[src/verilog/mem_pkg.sv]
// widths, timer register offsets and strobe helper
// request/response structs, bus word union, AXI master states
`default_nettype none

package mem_pkg;

  localparam int ADDR_W = 64;
  localparam int XLEN   = 64;
  localparam int STRB_W = XLEN / 8;

  // log2 of byte count, same coding as AXI size
  typedef logic [2:0] size_t;

  localparam logic [15:0] MTIMECMP_OFF = 16'h4000;
  localparam logic [15:0] MTIME_OFF    = 16'hBFF8;

  // doubleword for load/store, two instruction words for fetch
  typedef union packed {
    logic [XLEN-1:0]  dword;
    logic [1:0][31:0] instr;
  } bus_word_u;

  typedef struct packed {
    logic              valid;
    logic [ADDR_W-1:0] addr;
  } fetch_req_t;

  typedef struct packed {
    logic        ready;
    logic [31:0] instr;
  } fetch_rsp_t;

  typedef struct packed {
    logic              valid;
    logic              wen;
    logic [ADDR_W-1:0] addr;
    logic [XLEN-1:0]   wdata;
    size_t             size;
  } lsu_req_t;

  typedef struct packed {
    logic            ready;
    logic [XLEN-1:0] rdata;
  } lsu_rsp_t;

  typedef struct packed {
    logic              valid;
    logic              wen;
    logic [ADDR_W-1:0] addr;
    logic [XLEN-1:0]   wdata;
    size_t             size;
  } bus_req_t;

  typedef struct packed {
    logic      ready;
    bus_word_u rdata;
  } bus_rsp_t;

  typedef struct packed {
    logic              aw_valid;
    logic [ADDR_W-1:0] aw_addr;
    size_t             aw_size;
    logic              w_valid;
    logic [XLEN-1:0]   w_data;
    logic [STRB_W-1:0] w_strb;
    logic              b_ready;
    logic              ar_valid;
    logic [ADDR_W-1:0] ar_addr;
    size_t             ar_size;
    logic              r_ready;
  } axi_req_t;

  typedef struct packed {
    logic            aw_ready;
    logic            w_ready;
    logic            b_valid;
    logic            ar_ready;
    logic            r_valid;
    logic [XLEN-1:0] r_data;
  } axi_rsp_t;

  typedef enum logic [2:0] {
    ST_IDLE,
    ST_WADDR,
    ST_WRESP,
    ST_RADDR,
    ST_RDATA
  } axi_state_e;

  // byte lanes touched by an access of the given size
  function automatic logic [STRB_W-1:0] byte_strb(size_t size, logic [2:0] off);
    logic [STRB_W-1:0] base;
    case (size)
      3'd0:    base = 8'h01;
      3'd1:    base = 8'h03;
      3'd2:    base = 8'h0f;
      default: base = 8'hff;
    endcase
    return base << off;
  endfunction

endpackage

`default_nettype wire
[src/verilog/mem_subsys.sv]
// memory subsystem top: arbiter, machine timer, AXI master
`timescale 1ns/1ps
`default_nettype none

module mem_subsys
  import mem_pkg::*;
#(
  parameter logic [ADDR_W-1:0] TIMER_BASE = 64'h0200_0000,
  parameter int unsigned       TICK_DIV   = 1
) (
  input  logic       clk,
  input  logic       rst_n,
  input  fetch_req_t i_fetch,
  output fetch_rsp_t o_fetch,
  input  lsu_req_t   i_lsu,
  output lsu_rsp_t   o_lsu,
  output axi_req_t   o_axi,
  input  axi_rsp_t   i_axi,
  output logic       o_timer_int
);

  bus_req_t timer_req;
  bus_rsp_t timer_rsp;
  bus_req_t ext_req;
  bus_rsp_t ext_rsp;

  mem_arbiter #(
    .TIMER_BASE (TIMER_BASE)
  ) mem_arbiter_i (
    .clk         (clk),
    .rst_n       (rst_n),
    .i_fetch     (i_fetch),
    .o_fetch     (o_fetch),
    .i_lsu       (i_lsu),
    .o_lsu       (o_lsu),
    .o_timer_req (timer_req),
    .i_timer_rsp (timer_rsp),
    .o_ext_req   (ext_req),
    .i_ext_rsp   (ext_rsp)
  );

  mtimer #(
    .TICK_DIV (TICK_DIV)
  ) mtimer_i (
    .clk         (clk),
    .rst_n       (rst_n),
    .i_req       (timer_req),
    .o_rsp       (timer_rsp),
    .o_timer_int (o_timer_int)
  );

  axi_rw_master axi_rw_master_i (
    .clk   (clk),
    .rst_n (rst_n),
    .i_req (ext_req),
    .o_rsp (ext_rsp),
    .o_axi (o_axi),
    .i_axi (i_axi)
  );

endmodule

`default_nettype wire

[src/verilog/axi_rw_master.sv]
// single-beat AXI master, one read or write at a time
// write strobes from size and low address bits
`timescale 1ns/1ps
`default_nettype none

module axi_rw_master
  import mem_pkg::*;
(
  input  logic     clk,
  input  logic     rst_n,
  input  bus_req_t i_req,
  output bus_rsp_t o_rsp,
  output axi_req_t o_axi,
  input  axi_rsp_t i_axi
);

  axi_state_e        state_q;
  logic              aw_done_q;
  logic              w_done_q;
  logic              ready_q;
  logic [ADDR_W-1:0] addr_q;
  logic [XLEN-1:0]   wdata_q;
  size_t             size_q;
  bus_word_u         rdata_q;
  logic              start;
  logic              aw_hs;
  logic              w_hs;
  logic              b_hs;
  logic              ar_hs;
  logic              r_hs;

  // valid is still high in the ready cycle, do not restart on it
  assign start = (state_q == ST_IDLE) & i_req.valid & ~ready_q;

  always_comb begin
    o_axi          = '0;
    o_axi.aw_valid = (state_q == ST_WADDR) & ~aw_done_q;
    o_axi.aw_addr  = addr_q;
    o_axi.aw_size  = size_q;
    o_axi.w_valid  = (state_q == ST_WADDR) & ~w_done_q;
    o_axi.w_data   = wdata_q;
    o_axi.w_strb   = byte_strb(size_q, addr_q[2:0]);
    o_axi.b_ready  = state_q == ST_WRESP;
    o_axi.ar_valid = state_q == ST_RADDR;
    o_axi.ar_addr  = addr_q;
    o_axi.ar_size  = size_q;
    o_axi.r_ready  = state_q == ST_RDATA;
  end

  assign aw_hs = o_axi.aw_valid & i_axi.aw_ready;
  assign w_hs  = o_axi.w_valid & i_axi.w_ready;
  assign b_hs  = o_axi.b_ready & i_axi.b_valid;
  assign ar_hs = o_axi.ar_valid & i_axi.ar_ready;
  assign r_hs  = o_axi.r_ready & i_axi.r_valid;

  always_ff @(posedge clk) begin
    if (!rst_n) begin
      state_q   <= ST_IDLE;
      aw_done_q <= 1'b0;
      w_done_q  <= 1'b0;
      ready_q   <= 1'b0;
    end else begin
      ready_q <= 1'b0;
      case (state_q)
        ST_IDLE: begin
          if (start) begin
            aw_done_q <= 1'b0;
            w_done_q  <= 1'b0;
            state_q   <= i_req.wen ? ST_WADDR : ST_RADDR;
          end
        end
        ST_WADDR: begin
          // aw and w may be accepted in either order
          if (aw_hs) begin
            aw_done_q <= 1'b1;
          end
          if (w_hs) begin
            w_done_q <= 1'b1;
          end
          if ((aw_done_q | aw_hs) & (w_done_q | w_hs)) begin
            state_q <= ST_WRESP;
          end
        end
        ST_WRESP: begin
          if (b_hs) begin
            state_q <= ST_IDLE;
            ready_q <= 1'b1;
          end
        end
        ST_RADDR: begin
          if (ar_hs) begin
            state_q <= ST_RDATA;
          end
        end
        ST_RDATA: begin
          if (r_hs) begin
            state_q <= ST_IDLE;
            ready_q <= 1'b1;
          end
        end
        default: state_q <= ST_IDLE;
      endcase
    end
  end

  always_ff @(posedge clk) begin
    if (start) begin
      addr_q  <= i_req.addr;
      wdata_q <= i_req.wdata;
      size_q  <= i_req.size;
    end
    if (r_hs) begin
      rdata_q.dword <= i_axi.r_data;
    end
  end

  always_comb begin
    o_rsp.ready = ready_q;
    o_rsp.rdata = rdata_q;
  end

endmodule

`default_nettype wire

[src/verilog/mtimer.sv]
// machine timer: prescaled mtime, mtimecmp, register access
// and the registered timer interrupt level
`timescale 1ns/1ps
`default_nettype none

module mtimer
  import mem_pkg::*;
#(
  parameter int unsigned TICK_DIV = 1
) (
  input  logic     clk,
  input  logic     rst_n,
  input  bus_req_t i_req,
  output bus_rsp_t o_rsp,
  output logic     o_timer_int
);

  logic [XLEN-1:0] mtime_q;
  logic [XLEN-1:0] mtimecmp_q;
  logic [31:0]     presc_q;
  logic            busy_q;
  logic            ready_q;
  logic            int_q;
  bus_word_u       rdata_q;
  logic            accept;
  logic            tick;
  logic [15:0]     off;
  logic [STRB_W-1:0] strb;
  logic [XLEN-1:0] wmask;

  assign off    = i_req.addr[15:0];
  // a held valid is answered once
  assign accept = i_req.valid & ~busy_q;
  assign tick   = presc_q == TICK_DIV - 1;
  assign strb   = byte_strb(i_req.size, i_req.addr[2:0]);

  always_comb begin
    wmask = '0;
    for (int i = 0; i < STRB_W; i++) begin
      wmask[8*i +: 8] = {8{strb[i]}};
    end
  end

  always_ff @(posedge clk) begin
    if (!rst_n) begin
      mtime_q    <= '0;
      mtimecmp_q <= '1;
      presc_q    <= '0;
      busy_q     <= 1'b0;
      ready_q    <= 1'b0;
      int_q      <= 1'b0;
    end else begin
      busy_q  <= i_req.valid;
      ready_q <= accept;
      int_q   <= mtime_q >= mtimecmp_q;
      presc_q <= tick ? '0 : presc_q + 32'd1;
      if (tick) begin
        mtime_q <= mtime_q + 1'b1;
      end
      if (accept && i_req.wen && off == MTIME_OFF) begin
        mtime_q <= (mtime_q & ~wmask) | (i_req.wdata & wmask);
        presc_q <= '0;
      end
      if (accept && i_req.wen && off == MTIMECMP_OFF) begin
        mtimecmp_q <= (mtimecmp_q & ~wmask) | (i_req.wdata & wmask);
      end
    end
  end

  always_ff @(posedge clk) begin
    if (accept) begin
      case (off)
        MTIME_OFF:    rdata_q.dword <= mtime_q;
        MTIMECMP_OFF: rdata_q.dword <= mtimecmp_q;
        default:      rdata_q.dword <= '0;
      endcase
    end
  end

  always_comb begin
    o_rsp.ready = ready_q;
    o_rsp.rdata = rdata_q;
  end

  assign o_timer_int = int_q;

endmodule

`default_nettype wire

[src/verilog/mem_arbiter.sv]
// fetch vs load/store arbiter, load/store first
// timer/bus address decode and response routing
`timescale 1ns/1ps
`default_nettype none

module mem_arbiter
  import mem_pkg::*;
#(
  parameter logic [ADDR_W-1:0] TIMER_BASE = 64'h0200_0000
) (
  input  logic       clk,
  input  logic       rst_n,
  input  fetch_req_t i_fetch,
  output fetch_rsp_t o_fetch,
  input  lsu_req_t   i_lsu,
  output lsu_rsp_t   o_lsu,
  output bus_req_t   o_timer_req,
  input  bus_rsp_t   i_timer_rsp,
  output bus_req_t   o_ext_req,
  input  bus_rsp_t   i_ext_rsp
);

  typedef enum logic [1:0] {
    GNT_NONE,
    GNT_FETCH,
    GNT_LSU
  } grant_e;

  grant_e    grant_q;
  bus_req_t  req;
  logic      to_timer;
  logic      rsp_ready;
  bus_word_u rsp_data;

  always_ff @(posedge clk) begin
    if (!rst_n) begin
      grant_q <= GNT_NONE;
    end else if (grant_q == GNT_NONE) begin
      if (i_lsu.valid) begin
        grant_q <= GNT_LSU;
      end else if (i_fetch.valid) begin
        grant_q <= GNT_FETCH;
      end
    end else if (rsp_ready) begin
      grant_q <= GNT_NONE;
    end
  end

  always_comb begin
    req = '0;
    case (grant_q)
      GNT_LSU: begin
        req.valid = 1'b1;
        req.wen   = i_lsu.wen;
        req.addr  = i_lsu.addr;
        req.wdata = i_lsu.wdata;
        req.size  = i_lsu.size;
      end
      GNT_FETCH: begin
        req.valid = 1'b1;
        req.addr  = i_fetch.addr;
        // instructions are always word sized
        req.size  = 3'd2;
      end
      default: ;
    endcase
  end

  // 64 KiB timer window
  assign to_timer = req.addr[ADDR_W-1:16] == TIMER_BASE[ADDR_W-1:16];

  always_comb begin
    o_timer_req       = req;
    o_timer_req.valid = req.valid & to_timer;
    o_ext_req         = req;
    o_ext_req.valid   = req.valid & ~to_timer;
  end

  assign rsp_ready = req.valid & (to_timer ? i_timer_rsp.ready : i_ext_rsp.ready);
  assign rsp_data  = to_timer ? i_timer_rsp.rdata : i_ext_rsp.rdata;

  always_comb begin
    o_lsu.ready   = (grant_q == GNT_LSU) & rsp_ready;
    o_lsu.rdata   = rsp_data.dword;
    o_fetch.ready = (grant_q == GNT_FETCH) & rsp_ready;
    // addr bit 2 picks the instruction half
    o_fetch.instr = rsp_data.instr[i_fetch.addr[2]];
  end

endmodule

`default_nettype wire

[config.mk]
export PLATFORM = sky130hd
export DESIGN_NAME = mem_subsys
export DESIGN_NICKNAME = d
export VERILOG_FILES = /design/src/verilog/mem_pkg.sv /design/src/verilog/mem_subsys.sv /design/src/verilog/axi_rw_master.sv /design/src/verilog/mtimer.sv /design/src/verilog/mem_arbiter.sv
export SDC_FILE = /design/constraint.sdc
export NUM_CORES = 1
export LEC_CHECK = 0
export BUFFER_PORTS_ARGS = -buffer_cell sky130_fd_sc_hd__buf_4
export CAP_MARGIN = 20
export CORE_AREA = 5 5 221 223
export CTS_CLUSTER_SIZE = 14
export DETAILED_ROUTE_END_ITERATION = 7
export DIE_AREA = 0 0 226 228
export PLACE_DENSITY_LB_ADDON = 0.1
export SETUP_SLACK_MARGIN = 0.4
export SLEW_MARGIN = 5
export SYNTH_ARGS = -nofsm -noshare
export SYNTH_HDL_FRONTEND = slang
export SYNTH_SLANG_ARGS = --single-unit
[constraint.sdc]
create_clock -name clk -period 6.2 [get_ports clk]
set_clock_uncertainty 0.1 [all_clocks]
set_input_delay 0.93 -clock clk [delete_from_list [all_inputs] [get_ports clk]]
set_output_delay 0.93 -clock clk [all_outputs]
set_load 0.05 [all_outputs]
==> results of run 1 <==
## where the power goes
| part | switching (W) | internal (W) |
|---|---|---|
| sequential | 0.000123 | 0.00324 |
| clock | 0.00122 | 0.00185 |
| combinational | 0.00147 | 0.000565 |
## layout by cell type, fill, tap and decap left out, types with 8 or more instances in the layout
master | synthesis | layout
buf_4 | 71 | 605
nand2_1 | 374 | 373
edfxtp_1 | 259 | 259
dfxtp_1 | 171 | 171
nor2_1 | 148 | 146
inv_1 | 125 | 124
a21oi_1 | 78 | 78
a22o_1 | 76 | 76
ha_1 | 70 | 68
a22oi_1 | 53 | 53
nand3_1 | 53 | 53
clkbuf_16 | 0 | 49
and2_1 | 48 | 47
nor3_1 | 47 | 46
and3_1 | 41 | 40
o21ai_0 | 39 | 39
nand4_1 | 39 | 39
o211ai_1 | 37 | 37
mux2_2 | 35 | 35
mux2i_1 | 31 | 31
nor4_1 | 29 | 29
a21o_1 | 25 | 25
xor2_1 | 24 | 24
a211oi_1 | 23 | 23
o21ai_1 | 18 | 18
xnor2_1 | 14 | 14
nor2b_1 | 13 | 13
a31oi_1 | 12 | 12
nand2b_1 | 10 | 10
or3_1 | 10 | 10
o211ai_2 | 10 | 10
clkinv_2 | 0 | 10
and4_1 | 9 | 9
bufinv_16 | 0 | 9
o32a_1 | 8 | 8
o21a_1 | 8 | 8
## layout make-up
| type | count | area [µm²] | area share, % |
|---|---|---|---|
| antenna | 7 | 17.5 | 0.0624 |
| inverter | 128 | 488 | 1.74 |
| sequential | 430 | 11200 | 39.9 |
| clock buffer | 56 | 1280 | 4.57 |
| clock inverter | 31 | 398 | 1.42 |
| multi-input combinational | 1480 | 9290 | 33.1 |
| timing repair buffer | 611 | 4660 | 16.6 |
| tap | 607 | 759 | 2.70 |
## path summary, 6_finish.rpt
check	endpoint	slack, ns
max reg2reg	flop	1.05
min	mtimer_i.presc_q[0]	0.38
min reg2reg	mtimer_i.presc_q[0]	0.38
max	o_fetch[26]	0.61
## logic make-up (layout without fill, tap and decap cells)
kind of cell,count (synthesis),count (layout),synth area share [%]
adder cells (fa/ha/maj),70,70,3.98
multiplexers,68,68,3.30
AND/OR/NAND/NOR,855,855,18.2
buffers and inverters,326,826,7.31
other,0,7,0
AO/OA/AOI/OAI,449,449,14.8
flip-flops,430,430,50.9
XOR/XNOR,38,38,1.51
## critical path, cell delays in order, from the launching register on
cell     delay (ns)
dfxtp_1        0.37
inv_1          0.12
ha_1           0.36
inv_4          0.31
nor2_1         0.13
or4_1          0.63
or4b_4         0.63
nor2_4         0.33
buf_12         0.34
nand2_1        0.10
nand2_1        0.24
mux2_2         0.21
buf_4          0.19
## per-stage QoR
step | instances | power [W] | hold slack (ns) | worst slack (ns) | instance area [µm²]
5_1_grt | 3348 | 0.00870 | 0.389 | 0.421 | 28100
4_1_cts | 3341 | 0.00847 | 0.384 | 0.484 | 28000
3_5_place_dp | 3252 | 0.00543 | 0.370 | 0.764 | 26300
2_1_floorplan | 2236 | 0.00475 | 0.338 | 0.424 | 22000
6_report | 3350 | 0.00847 | 0.380 | 0.615 | 28100
3_3_place_gp | 3251 | 0.00542 | 0.364 | 0.821 | 26300
## routing by layer
metal	vias to the layer above	track usage [%]	routed length [µm]
met2	1096	52.3	41500
met4	0	10.4	2970
met3	152	6.70	8180
met5	-	0	0
li1	8955	-	-
met1	9613	44.0	35500
## what timing repair did
action / 4_1_cts / 5_1_grt
setup buffers: 2 / 1
gates resized for setup: 1 / 4
pin swaps: 1 / 0
setup endpoints to repair: 29 / 35
==> impl_metrics.csv, run 1 <==
group,metric,value,unit
placement,hpwl,66800,µm
critical_path,critPathKind,"flop to output pin",
synth,synth_area,0.0220,mm²
floorplan,rows,79,
finish,drive_above_1_share,28.0,%
floorplan,coreArea,0.0464,mm²
critical_path,required,5.17,ns
grt,antenna_found_initial,7,
placement,io_buffers,578,
floorplan,io_pins,579,
grt,grtUsageTotal,32.4,%
synth,syn_avg_cell_area,9.85,µm²
sta,period_needed,5.59,ns
synth,synth_fp_nets,2575,
sta,hold_viol_final,0,
synth,yosysTopAreaCell,"edfxtp_1",
hold_path,min_path_type,"flop to flop",
job,drv_cap,0,
cts,clk_latency,0.59,ns
synth,synth_commonest_cells,"nand2_1, edfxtp_1, dfxtp_1",
synth,synthCells,2236,
grt,grt_pass1_wl,126000,µm
sta,setup_violations,0,
routing,vias,19800,
pwr,pwr_density_cell,301,mW/mm²
routing,drtPass1Iterations,6,
sta,drv_slew,0,
synth,synth-edff-count,259,
floorplan,die_x,226,µm
finish,syn_to_final_growth,27.5,%
synth,synthTopCellsByArea,"edfxtp_1, dfxtp_1, nand2_1",
routing,ant_nets,0,
sta,rsz0062_at_grt,"no",
critical_path,worst-path-max-fanout,63,
placement,gp_congestion,0.946,
hold_path,hold_start,"mtimer_i.presc_q[0]",
critical_path,worstSetupStartpointType,"flop",
synth,yosys_warnings,0,
pwr,leakage,12.9,nW
grt,grt_pass1_vias,18500,
routing,drt-initial-drc-count,2315,
cts,clock_sink_count,430,
routing,via_per_inst,5.92,
synth,yosysMostFrequentCell,"nand2_1",
sta,setup-tns-final,0,ns
outcome,status,"completed",
synth,synth-seq-cells,430,
sta,slew_headroom,28.2,%
synth,synthDominantCellAreaShare,35.3,%
sta,fmax,0.179,GHz
cts,numCtsBuffers,47,
critical_path,reg2regPathDepth,12,
cts,path_clk_slew,0.06,ns
critical_path,worstSetupEndpointType,"output pin",
routing,drc_errors,0,
synth,ys_seq_area_share,50.9,%
synth,ys.flop_type,"edfxtp_1",
grt,grt_start_max_net_pins,84,
cts,clock_path_buffers,3,
hold_path,min_path_cells,1,
pwr,irDropWorstVdd,0.000266,V
cts,cts_tree,"built",
grt,grt_remaining_overflow,0,
synth,synthArstFlopShare,0,%
routing,drt-total-wl,88200,µm
cts,hold_buffers,0,
floorplan,die_height,228,µm
critical_path,startpoint,"mem_arbiter_i.grant_q[0]",
floorplan,initial_core_util,47.5,%
cts,h-tree-depth,2,
routing,wire_per_inst,26.3,µm
finish,fin_util,60.6,%
critical_path,worstPathArrival,4.56,ns
synth,yosys.cell_types.count,74,
critical_path,r2r_start,"mem_arbiter_i.grant_q[0]",
cts,root_buffer,"clkbuf_16",
finish,n_fill_cell,3921,
sta,worst_slew_pin_slew,1.07,ns
floorplan,dieArea,0.0515,mm²
finish,fin_nets,3037,
sta,period_share,90.1,%
Note: power is estimated with default switching activity, not from simulation.
==> run 2: changes to the inputs <==
--- a/config.mk
+++ b/config.mk
@@ -7,13 +7,14 @@
 export LEC_CHECK = 0
 export BUFFER_PORTS_ARGS = -buffer_cell sky130_fd_sc_hd__buf_4
 export CAP_MARGIN = 20
-export CORE_AREA = 5 5 221 223
+export CORE_AREA = 5 5 222 224
 export CTS_CLUSTER_SIZE = 14
 export DETAILED_ROUTE_END_ITERATION = 7
-export DIE_AREA = 0 0 226 228
+export DIE_AREA = 0 0 227 229
 export PLACE_DENSITY_LB_ADDON = 0.1
 export SETUP_SLACK_MARGIN = 0.4
 export SLEW_MARGIN = 5
 export SYNTH_ARGS = -nofsm -noshare
 export SYNTH_HDL_FRONTEND = slang
+export SYNTH_HIERARCHICAL = 1
 export SYNTH_SLANG_ARGS = --single-unit
==> run 2 against run 1 <==
Sequential power grew 4%; routed wire length shrank 6.9%; critical endpoint is now o_fetch[8]; critical path type unchanged; core utilization is essentially flat.
==> impl_metrics.csv, run 2 <==
group,metric,value,unit
sta,setup_violations,0,
critical_path,worstSetupStartpointType,"flop",
sta,period_needed,5.51,ns
critical_path,worstPathArrival,4.48,ns
cts,numCtsBuffers,47,
routing,wire_per_inst,25.7,µm
placement,hpwl,61800,µm
finish,fin_nets,2882,
critical_path,required,5.17,ns
placement,place_area,0.0269,mm²
pwr,leakage,11.6,nW
finish,syn_to_final_growth,23.1,%
job,drv_cap,0,
critical_path,worstSetupEndpointType,"output pin",
floorplan,die_x,227,µm
finish,n_antenna_cell,0,
routing,via_per_inst,6.05,
sta,rsz0062_at_grt,"no",
sta,setup-tns-final,0,ns
routing,drt-total-wl,82000,µm
floorplan,rows,80,
cts,clk_latency,0.59,ns
floorplan,coreArea,0.0471,mm²
outcome,status,"completed",
pwr,irDropWorstVdd,0.000301,V
synth,synth_area,0.0232,mm²
sta,slew_headroom,18.9,%
cts,clock_path_buffers,3,
cts,clock_sink_count,430,
grt,grt_start_max_net_pins,86,
routing,ant_nets,0,
routing,met3_length,7230,µm
sta,period_share,88.9,%
synth,synth_fp_nets,2491,
critical_path,slowest_delay,0.56,ns
grt,antenna_found_initial,3,
finish,final_cell_mix,"buf_4, edfxtp_1, dfxtp_1, nand2_1, a22o_1",
finish,n_fill_cell,3959,
critical_path,worst-path-max-fanout,60,
floorplan,die_height,229,µm
critical_path,path_buf_inv,3,
finish,final_common_cell,"buf_4",
grt,grt_remaining_overflow,0,
routing,top_layer_used,"met5",
cts,h-tree-depth,2,
routing,drc_errors,0,
critical_path,reg2regPathDepth,13,
critical_path,critPathKind,"flop to output pin",
routing,vias,19300,
hold_path,min_path_cells,1,
synth,synthCells,2152,
sta,drv_slew,0,
grt,grtUsageTotal,29.9,%
cts,cts_tree,"built",
routing,met1Wirelength,34000,µm
sta,worst_slew_pin_slew,1.21,ns
pwr,power.total,0.00902,W
floorplan,initial_core_util,49.3,%
cts,path_clk_slew,0.06,ns
hold_path,min_path_type,"flop to flop",
finish,drive_above_1_share,29.5,%
sta,hold_viol_final,0,
critical_path,crit_path_top_delay_cell,"mux4_2",
floorplan,dieArea,0.0520,mm²
routing,drt-initial-drc-count,2077,
routing,drtPass1Iterations,6,
placement,io_buffers,578,
floorplan,io_pins,579,
sta,hold_ws,0.396,ns
cts,root_buffer,"clkbuf_16",
placement,gp_congestion,0.993,
synth,yosys_warnings,6,
finish,final-seq-area,0.0112,mm²
synth,syn_avg_cell_area,10.8,µm²
routing,met2WireLength,38600,µm
grt,grt_pass1_vias,18300,
finish,final_area,0.0286,mm²
critical_path,cp_cell_sequence,"inv_1 > ha_1 > and2_4 > a222oi_1 > nor4b_4 > nand4_4 > nor2_8 > buf_12 > mux4_2 > buf_4",
finish,multi_input_area,0.00996,mm²
grt,grt_pass1_wl,119000,µm
finish,fin_util,60.6,%
pwr,pwr_density_cell,315,mW/mm²
sta,fmax,0.181,GHz
critical_path,critPathTopFamily,"simple AND/OR/NAND/NOR gates",
critical_path,path_depth,10,
cts,hold_buffers,0,
## run 2: final timing paths
kind         slack, ns             endpoint                     start
max reg2reg       1.26                 flop  mem_arbiter_i/grant_q[0]
min reg2reg       0.40  mtimer_i/presc_q[0]       mtimer_i/presc_q[0]
max               0.69           o_fetch[8]  mem_arbiter_i/grant_q[0]
min               0.40  mtimer_i/presc_q[0]       mtimer_i/presc_q[0]
## run 2: area by class of cell
cell class                      instances  share of cell area, %
Sequential cell                       430                   39.2
Multi-Input combinational cell       1357                   34.8
Timing Repair Buffer                  613                   16.3
Tap cell                              615                   2.69
Clock buffer                           71                   4.95
Clock inverter                         16                  0.771
Inverter                               94                   1.25
## run 2: where the power goes
| group | internal (W) | total, W | switching [W] | leakage [nW] |
|---|---|---|---|---|
| clock | 0.00178 | 0.00294 | 0.00116 | 0.799 |
| combinational | 0.000720 | 0.00256 | 0.00184 | 7.09 |
| sequential | 0.00334 | 0.00351 | 0.000168 | 3.73 |
| total | 0.00585 | 0.00902 | 0.00317 | 11.6 |
## run 2: per-layer routing
metal  vias up  track usage [%]
met5         -                0
met1      9499             42.0
li1       8791                -
met4         4             7.85
met2       896             48.2
met3       138             5.63
## run 2: metrics by stage
step | instances | worst slack (ns)
after floorplan | 2152 | 0.263
after global placement | 3102 | 1.04
after detailed placement | 3102 | 0.915
after CTS | 3195 | 0.546
after global routing | 3196 | 0.462
final | 3196 | 0.685
## run 2: repair_timing
action,in CTS,in global routing
pin swaps,1,0
endpoints found under the setup margin,20,16
buffers inserted,5,0
gates resized for setup,0,2
gates cloned,1,0
